### src/dispatch_pkg.sv
// ------------------------------
// Dispatch stage package
// Widths and counts shared by
// every dispatch module
// ------------------------------

package dispatch_pkg;

    // Micro-op slots handled per cycle
    localparam int NUM_DP_UOP = 2;

    // VRF read ports
    localparam int NUM_VRF_RD = 4;

    // Sources per micro-op in the order vs2, vs1, vd
    localparam int NUM_SRC = 3;

    // Register index and vector register width
    localparam int REG_IDX_W = 5;
    localparam int VLEN = 32;

    // Reorder buffer size and index width
    localparam int ROB_DEPTH = 8;
    localparam int ROB_IDX_W = 3;

    // Operation code width
    localparam int FUNCT6_W = 6;

    // Read-port number width
    localparam int PORT_IDX_W = 2;

endpackage

### src/dispatch_ctrl.sv
// ------------------------------
// In-order issue decision
// RAW check between the slots
// Queue and ROB handshakes
// ------------------------------

`timescale 1ns/1ps

module dispatch_ctrl (
    input  logic [dispatch_pkg::NUM_DP_UOP-1:0]                          uop_valid_uop2dp,
    input  logic [dispatch_pkg::NUM_DP_UOP-1:0]                          vd_valid,
    input  logic [dispatch_pkg::NUM_DP_UOP-1:0][dispatch_pkg::REG_IDX_W-1:0] vd_index,
    input  logic [dispatch_pkg::NUM_DP_UOP-1:0][dispatch_pkg::REG_IDX_W-1:0] vs1_index,
    input  logic [dispatch_pkg::NUM_DP_UOP-1:0]                          vs1_valid,
    input  logic [dispatch_pkg::NUM_DP_UOP-1:0][dispatch_pkg::REG_IDX_W-1:0] vs2_index,
    input  logic [dispatch_pkg::NUM_DP_UOP-1:0]                          vs2_valid,
    input  logic [dispatch_pkg::NUM_DP_UOP-1:0]                          vs3_valid,
    input  logic [dispatch_pkg::NUM_DP_UOP-1:0]                          rob_hazard,
    input  logic                                                         strct_hazard,
    input  logic [dispatch_pkg::NUM_DP_UOP-1:0]                          uop_ready_rob2dp,
    input  logic                                                         rs_can_load,
    output logic [dispatch_pkg::NUM_DP_UOP-1:0]                          uop_ready_dp2uop,
    output logic [dispatch_pkg::NUM_DP_UOP-1:0]                          uop_valid_dp2rob,
    output logic [dispatch_pkg::NUM_DP_UOP-1:0]                          issue
);

    logic raw_uop_uop;

    // Slot 1 reads the register that slot 0 is about to write
    assign raw_uop_uop = uop_valid_uop2dp[0] & vd_valid[0] &
                         ((vs1_valid[1] & (vs1_index[1] == vd_index[0])) |
                          (vs2_valid[1] & (vs2_index[1] == vd_index[0])) |
                          (vs3_valid[1] & (vd_index[1] == vd_index[0])));

    // ROB valid leaves out every ROB ready term
    assign uop_valid_dp2rob[0] = uop_valid_uop2dp[0] & ~rob_hazard[0] & rs_can_load;
    assign uop_valid_dp2rob[1] = uop_valid_dp2rob[0] & uop_valid_uop2dp[1] &
                                 ~rob_hazard[1] & ~raw_uop_uop & ~strct_hazard;

    // Slot 1 never goes ahead of slot 0
    assign issue[0] = uop_valid_dp2rob[0] & uop_ready_rob2dp[0];
    assign issue[1] = issue[0] & uop_valid_dp2rob[1] & uop_ready_rob2dp[1];

    assign uop_ready_dp2uop = issue;

endmodule

### src/dispatch_rob_bypass.sv
// ------------------------------
// RAW check of one micro-op
// against the ROB entries and
// ROB or VRF operand selection
// ------------------------------

`timescale 1ns/1ps

module dispatch_rob_bypass (
    input  logic [dispatch_pkg::REG_IDX_W-1:0]                          vs1_index,
    input  logic                                                        vs1_valid,
    input  logic [dispatch_pkg::REG_IDX_W-1:0]                          vs2_index,
    input  logic                                                        vs2_valid,
    input  logic [dispatch_pkg::REG_IDX_W-1:0]                          vd_index,
    input  logic                                                        vs3_valid,
    input  logic [dispatch_pkg::VLEN-1:0]                               vrf_vs1_data,
    input  logic [dispatch_pkg::VLEN-1:0]                               vrf_vs2_data,
    input  logic [dispatch_pkg::VLEN-1:0]                               vrf_vd_data,
    input  logic [dispatch_pkg::ROB_DEPTH-1:0]                          rob_valid,
    input  logic [dispatch_pkg::ROB_DEPTH-1:0][dispatch_pkg::REG_IDX_W-1:0] rob_w_index,
    input  logic [dispatch_pkg::ROB_DEPTH-1:0]                          rob_w_done,
    input  logic [dispatch_pkg::ROB_DEPTH-1:0][dispatch_pkg::VLEN-1:0]  rob_w_data,
    output logic                                                        rob_hazard,
    output logic [dispatch_pkg::VLEN-1:0]                               vs1_data,
    output logic [dispatch_pkg::VLEN-1:0]                               vs2_data,
    output logic [dispatch_pkg::VLEN-1:0]                               vd_data
);

    logic [dispatch_pkg::NUM_SRC-1:0][dispatch_pkg::REG_IDX_W-1:0] src_index;
    logic [dispatch_pkg::NUM_SRC-1:0]                              src_valid;
    logic [dispatch_pkg::NUM_SRC-1:0][dispatch_pkg::VLEN-1:0]      src_vrf;
    logic [dispatch_pkg::NUM_SRC-1:0][dispatch_pkg::VLEN-1:0]      src_data;
    logic [dispatch_pkg::NUM_SRC-1:0]                              hit;
    logic [dispatch_pkg::NUM_SRC-1:0]                              hit_done;
    logic [dispatch_pkg::NUM_SRC-1:0][dispatch_pkg::VLEN-1:0]      hit_data;

    // Source 0 is vs2, source 2 is vd read as a source
    assign src_index = {vd_index, vs1_index, vs2_index};
    assign src_valid = {vs3_valid, vs1_valid, vs2_valid};
    assign src_vrf   = {vrf_vd_data, vrf_vs1_data, vrf_vs2_data};

    // Scan from oldest to youngest so the youngest writer wins
    always_comb begin
        hit      = '0;
        hit_done = '0;
        hit_data = '0;
        for (int s = 0; s < dispatch_pkg::NUM_SRC; s++) begin
            for (int e = 0; e < dispatch_pkg::ROB_DEPTH; e++) begin
                if (rob_valid[e] && (rob_w_index[e] == src_index[s])) begin
                    hit[s]      = 1'b1;
                    hit_done[s] = rob_w_done[e];
                    hit_data[s] = rob_w_data[e];
                end
            end
        end
    end

    // Pending result on any used source stalls the micro-op
    assign rob_hazard = |(src_valid & hit & ~hit_done);

    always_comb begin
        for (int s = 0; s < dispatch_pkg::NUM_SRC; s++) begin
            src_data[s] = (hit[s] && hit_done[s]) ? hit_data[s] : src_vrf[s];
        end
    end

    assign {vd_data, vs1_data, vs2_data} = src_data;

endmodule

### src/dispatch_rs_reg.sv
// ------------------------------
// Two-slot output register
// toward the ALU reservation
// station
// ------------------------------

`timescale 1ns/1ps

module dispatch_rs_reg (
    input  logic                                                       clk,
    input  logic                                                       rst_n,
    input  logic [dispatch_pkg::NUM_DP_UOP-1:0]                        issue,
    input  logic [dispatch_pkg::ROB_IDX_W-1:0]                         uop_index_rob2dp,
    input  logic [dispatch_pkg::NUM_DP_UOP-1:0][dispatch_pkg::FUNCT6_W-1:0] funct6,
    input  logic [dispatch_pkg::NUM_DP_UOP-1:0][dispatch_pkg::VLEN-1:0] vs1_data,
    input  logic [dispatch_pkg::NUM_DP_UOP-1:0][dispatch_pkg::VLEN-1:0] vs2_data,
    input  logic [dispatch_pkg::NUM_DP_UOP-1:0][dispatch_pkg::VLEN-1:0] vd_data,
    input  logic [dispatch_pkg::VLEN-1:0]                              v0_mask_vrf2dp,
    input  logic [dispatch_pkg::NUM_DP_UOP-1:0]                        rs_ready_alu2dp,
    output logic                                                       rs_can_load,
    output logic [dispatch_pkg::NUM_DP_UOP-1:0]                        rs_valid_dp2alu,
    output logic [dispatch_pkg::NUM_DP_UOP-1:0][dispatch_pkg::ROB_IDX_W-1:0] rs_rob_idx,
    output logic [dispatch_pkg::NUM_DP_UOP-1:0][dispatch_pkg::FUNCT6_W-1:0] rs_funct6,
    output logic [dispatch_pkg::NUM_DP_UOP-1:0][dispatch_pkg::VLEN-1:0] rs_vs1_data,
    output logic [dispatch_pkg::NUM_DP_UOP-1:0][dispatch_pkg::VLEN-1:0] rs_vs2_data,
    output logic [dispatch_pkg::NUM_DP_UOP-1:0][dispatch_pkg::VLEN-1:0] rs_vd_data,
    output logic [dispatch_pkg::NUM_DP_UOP-1:0][dispatch_pkg::VLEN-1:0] rs_v0_data
);

    // Each slot is empty or handed over in this cycle
    assign rs_can_load = &(~rs_valid_dp2alu | rs_ready_alu2dp);

    // A slot keeps its micro-op until the RS takes it
    always_ff @(posedge clk) begin
        if (!rst_n) begin
            rs_valid_dp2alu <= '0;
        end else begin
            rs_valid_dp2alu <= issue | (rs_valid_dp2alu & ~rs_ready_alu2dp);
        end
    end

    always_ff @(posedge clk) begin
        for (int i = 0; i < dispatch_pkg::NUM_DP_UOP; i++) begin
            if (issue[i]) begin
                // Slot i takes the i-th free ROB entry
                rs_rob_idx[i]  <= uop_index_rob2dp + dispatch_pkg::ROB_IDX_W'(i);
                rs_funct6[i]   <= funct6[i];
                rs_vs1_data[i] <= vs1_data[i];
                rs_vs2_data[i] <= vs2_data[i];
                rs_vd_data[i]  <= vd_data[i];
                rs_v0_data[i]  <= v0_mask_vrf2dp;
            end
        end
    end

endmodule

### src/dispatch_vrf_ports.sv
// ------------------------------
// VRF read-port allocation
// Structure hazard flag and
// read data routing per source
// ------------------------------

`timescale 1ns/1ps

module dispatch_vrf_ports (
    input  logic [dispatch_pkg::NUM_DP_UOP-1:0][dispatch_pkg::REG_IDX_W-1:0] vs1_index,
    input  logic [dispatch_pkg::NUM_DP_UOP-1:0]                          vs1_valid,
    input  logic [dispatch_pkg::NUM_DP_UOP-1:0][dispatch_pkg::REG_IDX_W-1:0] vs2_index,
    input  logic [dispatch_pkg::NUM_DP_UOP-1:0]                          vs2_valid,
    input  logic [dispatch_pkg::NUM_DP_UOP-1:0][dispatch_pkg::REG_IDX_W-1:0] vd_index,
    input  logic [dispatch_pkg::NUM_DP_UOP-1:0]                          vs3_valid,
    input  logic [dispatch_pkg::NUM_VRF_RD-1:0][dispatch_pkg::VLEN-1:0]  rd_data_vrf2dp,
    output logic [dispatch_pkg::NUM_VRF_RD-1:0][dispatch_pkg::REG_IDX_W-1:0] rd_index_dp2vrf,
    output logic                                                         strct_hazard,
    output logic [dispatch_pkg::NUM_DP_UOP-1:0][dispatch_pkg::VLEN-1:0]  vrf_vs1_data,
    output logic [dispatch_pkg::NUM_DP_UOP-1:0][dispatch_pkg::VLEN-1:0]  vrf_vs2_data,
    output logic [dispatch_pkg::NUM_DP_UOP-1:0][dispatch_pkg::VLEN-1:0]  vrf_vd_data
);

    logic [dispatch_pkg::NUM_DP_UOP-1:0][dispatch_pkg::NUM_SRC-1:0]
        [dispatch_pkg::REG_IDX_W-1:0] src_index;
    logic [dispatch_pkg::NUM_DP_UOP-1:0][dispatch_pkg::NUM_SRC-1:0] src_valid;
    logic [dispatch_pkg::NUM_DP_UOP-1:0][dispatch_pkg::NUM_SRC-1:0]
        [dispatch_pkg::PORT_IDX_W-1:0] src_port;
    // One extra bit so the count can exceed the port number range
    logic [dispatch_pkg::PORT_IDX_W:0] rd_cnt;

    genvar i;
    generate
        for (i = 0; i < dispatch_pkg::NUM_DP_UOP; i++) begin : gen_slot
            assign src_index[i] = {vd_index[i], vs1_index[i], vs2_index[i]};
            assign src_valid[i] = {vs3_valid[i], vs1_valid[i], vs2_valid[i]};

            // Return data from the port each source was given
            assign vrf_vs2_data[i] = rd_data_vrf2dp[src_port[i][0]];
            assign vrf_vs1_data[i] = rd_data_vrf2dp[src_port[i][1]];
            assign vrf_vd_data[i]  = rd_data_vrf2dp[src_port[i][2]];
        end
    endgenerate

    // Ports go out in order over slot 0 then slot 1
    always_comb begin
        rd_index_dp2vrf = '0;
        src_port        = '0;
        rd_cnt          = '0;
        for (int u = 0; u < dispatch_pkg::NUM_DP_UOP; u++) begin
            for (int s = 0; s < dispatch_pkg::NUM_SRC; s++) begin
                if (src_valid[u][s]) begin
                    if (rd_cnt < dispatch_pkg::NUM_VRF_RD) begin
                        rd_index_dp2vrf[rd_cnt[dispatch_pkg::PORT_IDX_W-1:0]] = src_index[u][s];
                        src_port[u][s] = rd_cnt[dispatch_pkg::PORT_IDX_W-1:0];
                    end
                    rd_cnt = rd_cnt + 1'b1;
                end
            end
        end
    end

    // Slot 0 alone never runs out of ports
    assign strct_hazard = (rd_cnt > dispatch_pkg::NUM_VRF_RD);

endmodule

### src/rvv_dispatch.sv
// ------------------------------
// Vector dispatch stage top
// VRF ports, ROB bypass, issue
// control and ALU RS register
// ------------------------------

`timescale 1ns/1ps

module rvv_dispatch (
    input  logic                                                       clk,
    input  logic                                                       rst_n,
    input  logic [dispatch_pkg::NUM_DP_UOP-1:0]                        uop_valid_uop2dp,
    input  logic [dispatch_pkg::NUM_DP_UOP-1:0][dispatch_pkg::REG_IDX_W-1:0] vs1_index,
    input  logic [dispatch_pkg::NUM_DP_UOP-1:0]                        vs1_valid,
    input  logic [dispatch_pkg::NUM_DP_UOP-1:0][dispatch_pkg::REG_IDX_W-1:0] vs2_index,
    input  logic [dispatch_pkg::NUM_DP_UOP-1:0]                        vs2_valid,
    input  logic [dispatch_pkg::NUM_DP_UOP-1:0][dispatch_pkg::REG_IDX_W-1:0] vd_index,
    input  logic [dispatch_pkg::NUM_DP_UOP-1:0]                        vd_valid,
    input  logic [dispatch_pkg::NUM_DP_UOP-1:0]                        vs3_valid,
    input  logic [dispatch_pkg::NUM_DP_UOP-1:0][dispatch_pkg::FUNCT6_W-1:0] funct6,
    output logic [dispatch_pkg::NUM_DP_UOP-1:0]                        uop_ready_dp2uop,
    output logic [dispatch_pkg::NUM_DP_UOP-1:0]                        uop_valid_dp2rob,
    output logic [dispatch_pkg::NUM_DP_UOP-1:0][dispatch_pkg::REG_IDX_W-1:0] rob_w_index_dp2rob,
    output logic [dispatch_pkg::NUM_DP_UOP-1:0][dispatch_pkg::FUNCT6_W-1:0] rob_funct6_dp2rob,
    input  logic [dispatch_pkg::NUM_DP_UOP-1:0]                        uop_ready_rob2dp,
    input  logic [dispatch_pkg::ROB_IDX_W-1:0]                         uop_index_rob2dp,
    input  logic [dispatch_pkg::ROB_DEPTH-1:0]                         rob_valid,
    input  logic [dispatch_pkg::ROB_DEPTH-1:0][dispatch_pkg::REG_IDX_W-1:0] rob_w_index,
    input  logic [dispatch_pkg::ROB_DEPTH-1:0]                         rob_w_done,
    input  logic [dispatch_pkg::ROB_DEPTH-1:0][dispatch_pkg::VLEN-1:0] rob_w_data,
    output logic [dispatch_pkg::NUM_VRF_RD-1:0][dispatch_pkg::REG_IDX_W-1:0] rd_index_dp2vrf,
    input  logic [dispatch_pkg::NUM_VRF_RD-1:0][dispatch_pkg::VLEN-1:0] rd_data_vrf2dp,
    input  logic [dispatch_pkg::VLEN-1:0]                              v0_mask_vrf2dp,
    output logic [dispatch_pkg::NUM_DP_UOP-1:0]                        rs_valid_dp2alu,
    output logic [dispatch_pkg::NUM_DP_UOP-1:0][dispatch_pkg::ROB_IDX_W-1:0] rs_rob_idx,
    output logic [dispatch_pkg::NUM_DP_UOP-1:0][dispatch_pkg::FUNCT6_W-1:0] rs_funct6,
    output logic [dispatch_pkg::NUM_DP_UOP-1:0][dispatch_pkg::VLEN-1:0] rs_vs1_data,
    output logic [dispatch_pkg::NUM_DP_UOP-1:0][dispatch_pkg::VLEN-1:0] rs_vs2_data,
    output logic [dispatch_pkg::NUM_DP_UOP-1:0][dispatch_pkg::VLEN-1:0] rs_vd_data,
    output logic [dispatch_pkg::NUM_DP_UOP-1:0][dispatch_pkg::VLEN-1:0] rs_v0_data,
    input  logic [dispatch_pkg::NUM_DP_UOP-1:0]                        rs_ready_alu2dp
);

    logic [dispatch_pkg::NUM_DP_UOP-1:0][dispatch_pkg::VLEN-1:0] vrf_vs1_data;
    logic [dispatch_pkg::NUM_DP_UOP-1:0][dispatch_pkg::VLEN-1:0] vrf_vs2_data;
    logic [dispatch_pkg::NUM_DP_UOP-1:0][dispatch_pkg::VLEN-1:0] vrf_vd_data;
    logic [dispatch_pkg::NUM_DP_UOP-1:0][dispatch_pkg::VLEN-1:0] opn_vs1_data;
    logic [dispatch_pkg::NUM_DP_UOP-1:0][dispatch_pkg::VLEN-1:0] opn_vs2_data;
    logic [dispatch_pkg::NUM_DP_UOP-1:0][dispatch_pkg::VLEN-1:0] opn_vd_data;
    logic [dispatch_pkg::NUM_DP_UOP-1:0]                         rob_hazard;
    logic [dispatch_pkg::NUM_DP_UOP-1:0]                         issue;
    logic                                                        strct_hazard;
    logic                                                        rs_can_load;

    // ROB push fields
    assign rob_w_index_dp2rob = vd_index;
    assign rob_funct6_dp2rob  = funct6;

    dispatch_vrf_ports u_vrf_ports (
        .vs1_index       (vs1_index),
        .vs1_valid       (vs1_valid),
        .vs2_index       (vs2_index),
        .vs2_valid       (vs2_valid),
        .vd_index        (vd_index),
        .vs3_valid       (vs3_valid),
        .rd_data_vrf2dp  (rd_data_vrf2dp),
        .rd_index_dp2vrf (rd_index_dp2vrf),
        .strct_hazard    (strct_hazard),
        .vrf_vs1_data    (vrf_vs1_data),
        .vrf_vs2_data    (vrf_vs2_data),
        .vrf_vd_data     (vrf_vd_data)
    );

    genvar i;
    generate
        for (i = 0; i < dispatch_pkg::NUM_DP_UOP; i++) begin : gen_bypass
            dispatch_rob_bypass u_rob_bypass (
                .vs1_index    (vs1_index[i]),
                .vs1_valid    (vs1_valid[i]),
                .vs2_index    (vs2_index[i]),
                .vs2_valid    (vs2_valid[i]),
                .vd_index     (vd_index[i]),
                .vs3_valid    (vs3_valid[i]),
                .vrf_vs1_data (vrf_vs1_data[i]),
                .vrf_vs2_data (vrf_vs2_data[i]),
                .vrf_vd_data  (vrf_vd_data[i]),
                .rob_valid    (rob_valid),
                .rob_w_index  (rob_w_index),
                .rob_w_done   (rob_w_done),
                .rob_w_data   (rob_w_data),
                .rob_hazard   (rob_hazard[i]),
                .vs1_data     (opn_vs1_data[i]),
                .vs2_data     (opn_vs2_data[i]),
                .vd_data      (opn_vd_data[i])
            );
        end
    endgenerate

    dispatch_ctrl u_ctrl (
        .uop_valid_uop2dp (uop_valid_uop2dp),
        .vd_valid         (vd_valid),
        .vd_index         (vd_index),
        .vs1_index        (vs1_index),
        .vs1_valid        (vs1_valid),
        .vs2_index        (vs2_index),
        .vs2_valid        (vs2_valid),
        .vs3_valid        (vs3_valid),
        .rob_hazard       (rob_hazard),
        .strct_hazard     (strct_hazard),
        .uop_ready_rob2dp (uop_ready_rob2dp),
        .rs_can_load      (rs_can_load),
        .uop_ready_dp2uop (uop_ready_dp2uop),
        .uop_valid_dp2rob (uop_valid_dp2rob),
        .issue            (issue)
    );

    dispatch_rs_reg u_rs_reg (
        .clk              (clk),
        .rst_n            (rst_n),
        .issue            (issue),
        .uop_index_rob2dp (uop_index_rob2dp),
        .funct6           (funct6),
        .vs1_data         (opn_vs1_data),
        .vs2_data         (opn_vs2_data),
        .vd_data          (opn_vd_data),
        .v0_mask_vrf2dp   (v0_mask_vrf2dp),
        .rs_ready_alu2dp  (rs_ready_alu2dp),
        .rs_can_load      (rs_can_load),
        .rs_valid_dp2alu  (rs_valid_dp2alu),
        .rs_rob_idx       (rs_rob_idx),
        .rs_funct6        (rs_funct6),
        .rs_vs1_data      (rs_vs1_data),
        .rs_vs2_data      (rs_vs2_data),
        .rs_vd_data       (rs_vd_data),
        .rs_v0_data       (rs_v0_data)
    );

endmodule

### config.mk
export PLATFORM = sky130hd
export DESIGN_NAME = rvv_dispatch
export DESIGN_NICKNAME = d
export VERILOG_FILES = /design/src/dispatch_pkg.sv /design/src/dispatch_ctrl.sv /design/src/dispatch_rob_bypass.sv /design/src/dispatch_rs_reg.sv /design/src/dispatch_vrf_ports.sv /design/src/rvv_dispatch.sv
export SDC_FILE = /design/constraint.sdc
export NUM_CORES = 2
export LEC_CHECK = 0
export ABC_AREA = 1
export ABC_CLOCK_PERIOD_IN_PS = 13300
export BUFFER_PORTS_ARGS = -buffer_cell sky130_fd_sc_hd__buf_2
export CAP_MARGIN = 20
export CORE_AREA = 3 3 336 338
export CTS_CLUSTER_DIAMETER = 120
export CTS_CLUSTER_SIZE = 25
export DETAILED_ROUTE_END_ITERATION = 10
export DIE_AREA = 0 0 339 341
export GPL_TIMING_DRIVEN = 0
export SLEW_MARGIN = 20
export SYNTH_ARGS = -nofsm -noshare
export SYNTH_HDL_FRONTEND = slang
export SYNTH_SLANG_ARGS = --single-unit
### constraint.sdc
create_clock -name clk -period 13.3 [get_ports clk]
set_clock_uncertainty 0.2 [all_clocks]
set_input_delay 2.66 -clock clk [delete_from_list [all_inputs] [get_ports clk]]
set_output_delay 2.66 -clock clk [all_outputs]
set_load 0.005 [all_outputs]
Word-level counts from Yosys, hierarchy flattened
Index checks and enable logic that the tools add are counted.
{"block": "word_totals", "reg_bits": 276, "wordCells": 386, "in_bits": 533, "output_inout_bits": 322}
{"block": "classes", "order_cmp": 21, "add_sub_neg": 6, "n_eq_ne": 51, "bitwise_logic": 31, "n_reduce_logical": 62, "n_mux": 202}
{"cell": "32-bit two-way mux", "count": 59}
{"cell": "32-bit binary-select mux with 2-bit select", "count": 5}
{"cell": "5-bit equality test", "count": 51}
{"cell": "20-bit two-way mux", "count": 10}
{"cell": "20-bit bitwise mux", "count": 5}
{"cell": "1-bit two-way mux", "count": 98}
{"cell": "1-bit logical AND", "count": 59}
{"cell": "5-bit demux with 2-bit select", "count": 5}
{"cell": "5-bit two-way mux", "count": 6}
{"cell": "2-bit by 3-bit less-than comparator with 1-bit output, second input constant", "count": 9}
{"cell": "2-bit two-way mux", "count": 9}
{"cell": "3-bit by 1-bit adder with 3-bit output, second input constant", "count": 5}
{"cell": "3-bit two-way mux", "count": 5}
{"cell": "1-bit AND", "count": 14}
{"cell": "3-bit AND", "count": 4}
{"cell": "3-bit less-than comparator, second input constant", "count": 4}
{"cell": "2-bit by 1-bit >= comparator with 1-bit output, second input constant", "count": 4}
{"cell": "1-bit by 3-bit less-than comparator with 1-bit output, second input constant", "count": 2}
{"cell": "3-bit inverter", "count": 2}
{"cell": "3-bit OR reduction", "count": 2}
{"cell": "1-bit inverter", "count": 4}
{"cell": "2-bit inverter", "count": 2}
{"cell": "2-bit bitwise OR", "count": 2}
{"cell": "3-bit greater-than comparator, second input constant", "count": 1}
{"cell": "5 further kinds", "count": 6}

Logic depth before layout (Yosys ltp)
{"block": "logic_depth", "depth_word": 23, "depth_mapped": 21, "depth_no_buf": 21}

Cells and area by module
Synthesis repeated with hierarchy kept, for this count alone.
{"block": "hier_totals", "cells_unflattened": 6752, "area_unflattened_um2": 37179.4}
{"mod": "dispatch_rob_bypass", "area_each_um2": 10918.0, "n_inst": 2, "seq_area_each_um2": 0.0, "cells_each": 2505}
{"mod": "dispatch_rs_reg", "area_each_um2": 8336.7, "n_inst": 1, "seq_area_each_um2": 8267.9, "cells_each": 290}
{"mod": "dispatch_vrf_ports", "area_each_um2": 6482.5, "n_inst": 1, "seq_area_each_um2": 0.0, "cells_each": 1341}
{"mod": "dispatch_ctrl", "area_each_um2": 359.1, "n_inst": 1, "seq_area_each_um2": 0.0, "cells_each": 89}
{"mod": "rvv_dispatch", "area_each_um2": 165.2, "n_inst": 1, "seq_area_each_um2": 0.0, "cells_each": 22}

Worst setup path before layout
OpenSTA, ideal clock, no wires.
{"block": "synth_path", "path_type": "in2out", "start": "input vs1_valid[0] (netlist bit)", "end": "output uop_ready_dp2uop[1] (netlist bit)", "setup_slack_ns": 2.316, "arrival_time_ns": 8.124, "t_required_ns": 10.440, "path_stages": 16, "path_buffers": 2, "path_cell_list": "fa_1 -> clkbuf_1 -> nor2_1 -> nor2_2 -> clkbuf_1 -> ha_1 -> nand2_1 -> o21ai_0 -> ha_1 -> o31ai_1 -> a21oi_1 -> nor2_1 -> nand2_1 -> nor2_1 -> nand3_1 -> inv_1"}
{"block": "synth_between", "elab_chain_cells": 14, "word_cells_on_any_way": 24, "classes_between": "4 x add/sub; 1 x order compare; 5 x mux; 13 x bitwise; 1 x reduce/logical"}
{"element": "from (decl)", "line_no": "rvv_dispatch.sv:14", "source": "input logic [dispatch_pkg::NUM_DP_UOP-1:0] vs1_valid,"}
{"element": "3-bit two-way mux", "line_no": "dispatch_vrf_ports.sv:52", "source": "if (src_valid[u][s]) begin"}
{"element": "3-bit by 1-bit adder with 3-bit output", "line_no": "dispatch_vrf_ports.sv:57", "source": "rd_cnt = rd_cnt + 1'b1;"}
{"element": "3-bit two-way mux", "line_no": "dispatch_vrf_ports.sv:52"}
{"element": "3-bit by 1-bit adder with 3-bit output", "line_no": "dispatch_vrf_ports.sv:57"}
{"element": "3-bit two-way mux", "line_no": "dispatch_vrf_ports.sv:52"}
{"element": "3-bit by 1-bit adder with 3-bit output", "line_no": "dispatch_vrf_ports.sv:57"}
{"element": "3-bit two-way mux", "line_no": "dispatch_vrf_ports.sv:52"}
{"element": "3-bit by 1-bit adder with 3-bit output", "line_no": "dispatch_vrf_ports.sv:57"}
{"element": "3-bit two-way mux", "line_no": "dispatch_vrf_ports.sv:52"}
{"element": "3-bit greater-than comparator", "line_no": "dispatch_vrf_ports.sv:64", "source": "assign strct_hazard = (rd_cnt > dispatch_pkg::NUM_VRF_RD);"}
{"element": "1-bit inverter", "line_no": "dispatch_ctrl.sv:38", "source": "~rob_hazard[1] & ~raw_uop_uop & ~strct_hazard;"}
{"element": "1-bit AND", "line_no": "dispatch_ctrl.sv:38"}
{"element": "1-bit AND * (2 in a row)", "line_no": "dispatch_ctrl.sv:42", "source": "assign issue[1] = issue[0] & uop_valid_dp2rob[1] & uop_ready_rob2dp[1];"}
{"element": "to (decl)", "line_no": "rvv_dispatch.sv:21", "source": "output logic [dispatch_pkg::NUM_DP_UOP-1:0] uop_ready_dp2uop,"}
Mark *: on every way between the ends. The rest lies on a longest branch, timed or not.

Worst setup path in the final report
{"block": "layout_path", "start": "input vs2_valid[0] (netlist bit)", "end": "output uop_ready_dp2uop[1] (netlist bit)"}
{"block": "layout_between", "elab_chain_cells": 16, "word_cells_on_any_way": 26, "classes_between": "5 x add/sub; 1 x order compare; 6 x mux; 13 x bitwise; 1 x reduce/logical"}
{"element": "from (decl)", "line_no": "rvv_dispatch.sv:16", "source": "input logic [dispatch_pkg::NUM_DP_UOP-1:0] vs2_valid,"}
{"element": "1-bit two-way mux", "line_no": "dispatch_vrf_ports.sv:52"}
{"element": "1-bit by 1-bit adder with 2-bit output", "line_no": "dispatch_vrf_ports.sv:57"}
{"element": "3-bit two-way mux", "line_no": "dispatch_vrf_ports.sv:52"}
{"element": "3-bit by 1-bit adder with 3-bit output", "line_no": "dispatch_vrf_ports.sv:57"}
{"element": "3-bit two-way mux", "line_no": "dispatch_vrf_ports.sv:52"}
{"element": "3-bit by 1-bit adder with 3-bit output", "line_no": "dispatch_vrf_ports.sv:57"}
{"element": "3-bit two-way mux", "line_no": "dispatch_vrf_ports.sv:52"}
{"element": "3-bit by 1-bit adder with 3-bit output", "line_no": "dispatch_vrf_ports.sv:57"}
{"element": "3-bit two-way mux", "line_no": "dispatch_vrf_ports.sv:52"}
{"element": "3-bit by 1-bit adder with 3-bit output", "line_no": "dispatch_vrf_ports.sv:57"}
{"element": "3-bit two-way mux", "line_no": "dispatch_vrf_ports.sv:52"}
{"element": "3-bit greater-than comparator", "line_no": "dispatch_vrf_ports.sv:64"}
{"element": "1-bit inverter", "line_no": "dispatch_ctrl.sv:38"}
{"element": "1-bit AND", "line_no": "dispatch_ctrl.sv:38"}
{"element": "1-bit AND * (2 in a row)", "line_no": "dispatch_ctrl.sv:42"}
Marks and branches as above.

==> results.json <==
{
  "run_status": "finished, final reports clean",
  "grt_max_degree": 102,
  "wirelength_mm": 262,
  "dp_hpwl_mm": 217,
  "ys_seq_area_frac": 0.256,
  "antenna_found_initial": 164,
  "first_iter_violations": 8165,
  "place_congestion": 1.09,
  "area_growth_pct": 20.9,
  "power.total_mw": 3.06,
  "syn_inst": 5169,
  "synth_edf_count": 274,
  "slew_viol_final": 0,
  "die_x_um": 339,
  "grt_pass1_wl_mm": 349,
  "hold_violations": 0,
  "cts_max_path_buffers": 3,
  "htreeDepth": 1,
  "drive_gt1_frac": 0.183,
  "swShare": 0.464,
  "numCtsBuffers": 15,
  "comb_power_share": 0.488,
  "worst_slew_pin_slew_ps": 1060,
  "p_int_mw": 1.64,
  "num_vias": 47000,
  "async_reset_ff_frac": 0,
  "cp.required_ps": 10440,
  "holdBufCountCts": 0,
  "p_clk_frac": 0.166,
  "min_path_type": "flop to flop",
  "yosys_warnings": 0,
  "maxCapViolCount": 0,
  "dieArea_um2": 116000,
  "power.switching_mw": 1.42,
  "cts_resized": 0,
  "fin_crit_sh": 0.860,
  "grt-ovfl-total": 0,
  "grt_pass1_vias": 41400,
  "num_rows": 122,
  "cts_tree": "done",
  "seq_power_share": 0.346,
  "clk_latency_ps": 520,
  "vdd_drop_max_mv": 0.0631,
  "power_per_cell_area_nw_per_um2": 78.6,
  "placed_area_um2": 38300,
  "placement.io_buffers": 817,
  "stdcell_count": 7615,
  "clockRootBuffer": "clkbuf_16",
  "wl_per_cell_um": 34.5,
  "power.leakage_nw": 16.1,
  "max_clock_freq_mhz": 87.4,
  "slew_headroom": 0.294,
  "start_util": 0.292,
  "fillers": 12600,
  "drc": 0,
  "post_drt_via_cell_ratio": 6.17,
  "setup_viol": 0,
  "syn-cell-area_um2": 32200,
  "drt_pass1_iterations": 6,
  "grtUsageTotal": 0.427,
  "period_needed_ps": 11440,
  "synthFlopType": "edfxtp_1",
  "crit_path_max_fanout": 90,
  "synth_area_per_cell_um2": 6.24,
  "cts_sinks": 276,
  "cts_setup_buffers": 0,
  "start_kind": "input port",
  "boundaryPins": 855,
  "worst-setup-path-type": "input port to primary output",
  "synth_cell_types": 49,
  "fin_area_um2": 39000,
  "antenna_left": 0,
  "final_nets": 6556,
  "crit_path_end_kind": "primary output",
  "ys_ff_latch": 276,
  "cts.clk_slew.worst_paths_ps": 90,
  "synth_nets": 5720,
  "die_y_um": 341,
  "rsz0062_at_grt": "no",
  "placedCellCount": 7476,
  "worstPathArrival_ps": 8580,
  "core_area_um2": 110000
}
-- layout make-up --
cell class	count	area, um^2	share of cell area
well taps	1488	1860	0.0478
clock inverters	3	33.8	0.000867
clock buffers	15	375	0.00963
repair buffers	819	4140	0.106
multi-input cells	4097	20600	0.529
inverters	328	1250	0.0321
diodes	121	303	0.00777
flip-flops and latches	276	8270	0.212
plain buffers	468	2130	0.0547
-- through the flow --
| stage | worst slack [ps] | utilization | hold slack (ps) | setup TNS, ps |
|---|---|---|---|---|
| 2_1_floorplan | 2320 | - | 319 | 0 |
| 3_3_place_gp | -1790 | 0.346 | 325 | -2010 |
| 3_5_place_dp | 2000 | 0.347 | 329 | 0 |
| 4_1_cts | 1990 | 0.350 | 342 | 0 |
| 5_1_grt | 1770 | 0.352 | 399 | 0 |
| 6_report | 1860 | 0.353 | 340 | 0 |
-- kinds of logic (layout without fill, tap and decap cells) --
logic type      count (synthesis)  count (layout)  synth area share
fa+ha+maj                      18              18           0.00722
simple gates                 2039            2039             0.249
other cells                     0             121                 0
compound gates               1998            1998             0.371
xor+xnor                       42              42            0.0114
buf+inv                       796            1633             0.104
flops                         276             276             0.256
-- power groups by stage --
stage          registers, mW  clock network, mW  logic, mW
6_report                1.06              0.508       1.50
5_1_grt                 1.06              0.536       1.54
4_1_cts                 1.06              0.515       1.41
3_5_place_dp            1.08                  0       1.41
3_3_place_gp            1.09                  0       1.40
2_1_floorplan           1.08                  0      0.659
-- placed cells by master (no fill, tap or decap), drive strengths merged, types with 14 or more instances in the layout --
master	n
nor2	582
o221ai	31
xnor2	18
o211ai	268
a311oi	122
nor3	14
buf	1024
a21oi	308
edfxtp	274
o21ai	792
o22ai	248
o31ai	33
a22oi	17
clkbuf	278
a31oi	148
nand2	1287
inv	318
nand4	21
nand3	130
a211oi	18
diode	121
xor2	24
ha	17
-- registers in the layout, indices dropped and copies added (netlist names) --
name and flops:
u_rs_reg.rs_vd_data 64, u_rs_reg.rs_vs1_data 64, u_rs_reg.rs_v0_data 64, u_rs_reg.rs_vs2_data 64
u_rs_reg.rs_rob_idx 6, u_rs_reg.rs_valid_dp2alu 2, u_rs_reg.rs_funct6 12
-- per-layer routing --
metal / track usage / vias up / part of all wire
li1: - / 20200 / -
met1: 0.563 / 22400 / 0.39
met2: 0.635 / 3799 / 0.42
met3: 0.110 / 664 / 0.13
met4: 0.236 / 44 / 0.065
met5: 0 / - / 0.0011
-- critical path: stages --
cell	delay (ps)
buf_2	180
fa_1	580
clkbuf_1	560
nand2_1	500
inv_2	150
nor2_2	120
inv_2	130
nand2_1	60
nand2_1	280
clkbuf_1	670
ha_1	370
o31ai_1	260
a21oi_1	100
nor2_1	170
nand2_1	70
nor2_1	280
nand3_1	280
inv_8	360
buf_16	370
buf_2	220
-- cell usage after synthesis, types with 2 or more instances --
cell type	number	area, um^2
nand2_1	1280	4800
o21ai_0	709	3550
nor2_1	571	2140
a21oi_1	305	1530
edfxtp_1	274	8230
inv_1	274	1030
o211ai_1	268	2010
clkbuf_1	261	980
o22ai_1	248	1550
a31oi_1	148	926
buf_2	130	651
nand3_1	125	626
a311oi_1	122	1070
o21ai_1	82	410
buf_4	50	375
inv_2	40	150
o31ai_1	33	248
o221ai_1	31	272
xor2_1	24	210
buf_1	22	82.6
nand4_1	21	131
a211oi_1	18	135
xnor2_1	18	158
a22oi_1	17	128
ha_1	17	213
nor3_1	12	60.1
clkinv_1	11	41.3
a221oi_1	9	78.8
nand2_2	6	37.5
nor2_2	6	37.5
nor2_4	5	56.3
nand3_2	4	40.0
o2111ai_1	4	35.0
a21oi_2	3	26.3
buf_6	3	33.8
clkbuf_2	2	10.0
clkinv_2	2	10.0
dfxtp_1	2	40.0
nor3_2	2	20.0
-- path summary, 6_finish.rpt --
check | from | endpoint | slack [ps] | cells after the start
setup / recovery | vs2_valid[0] | uop_ready_dp2uop[1] | 1860 | 20
hold / removal | u_rs_reg.rs_valid_dp2alu[1] | u_rs_reg.rs_valid_dp2alu[1] | 340 | 4
setup reg to reg | u_rs_reg.rs_valid_dp2alu[0] | u_rs_reg.rs_vs2_data[34] | 10490 | 10
hold reg to reg | u_rs_reg.rs_valid_dp2alu[1] | u_rs_reg.rs_valid_dp2alu[1] | 340 | 4
Note: power is estimated with default switching activity, not from simulation.
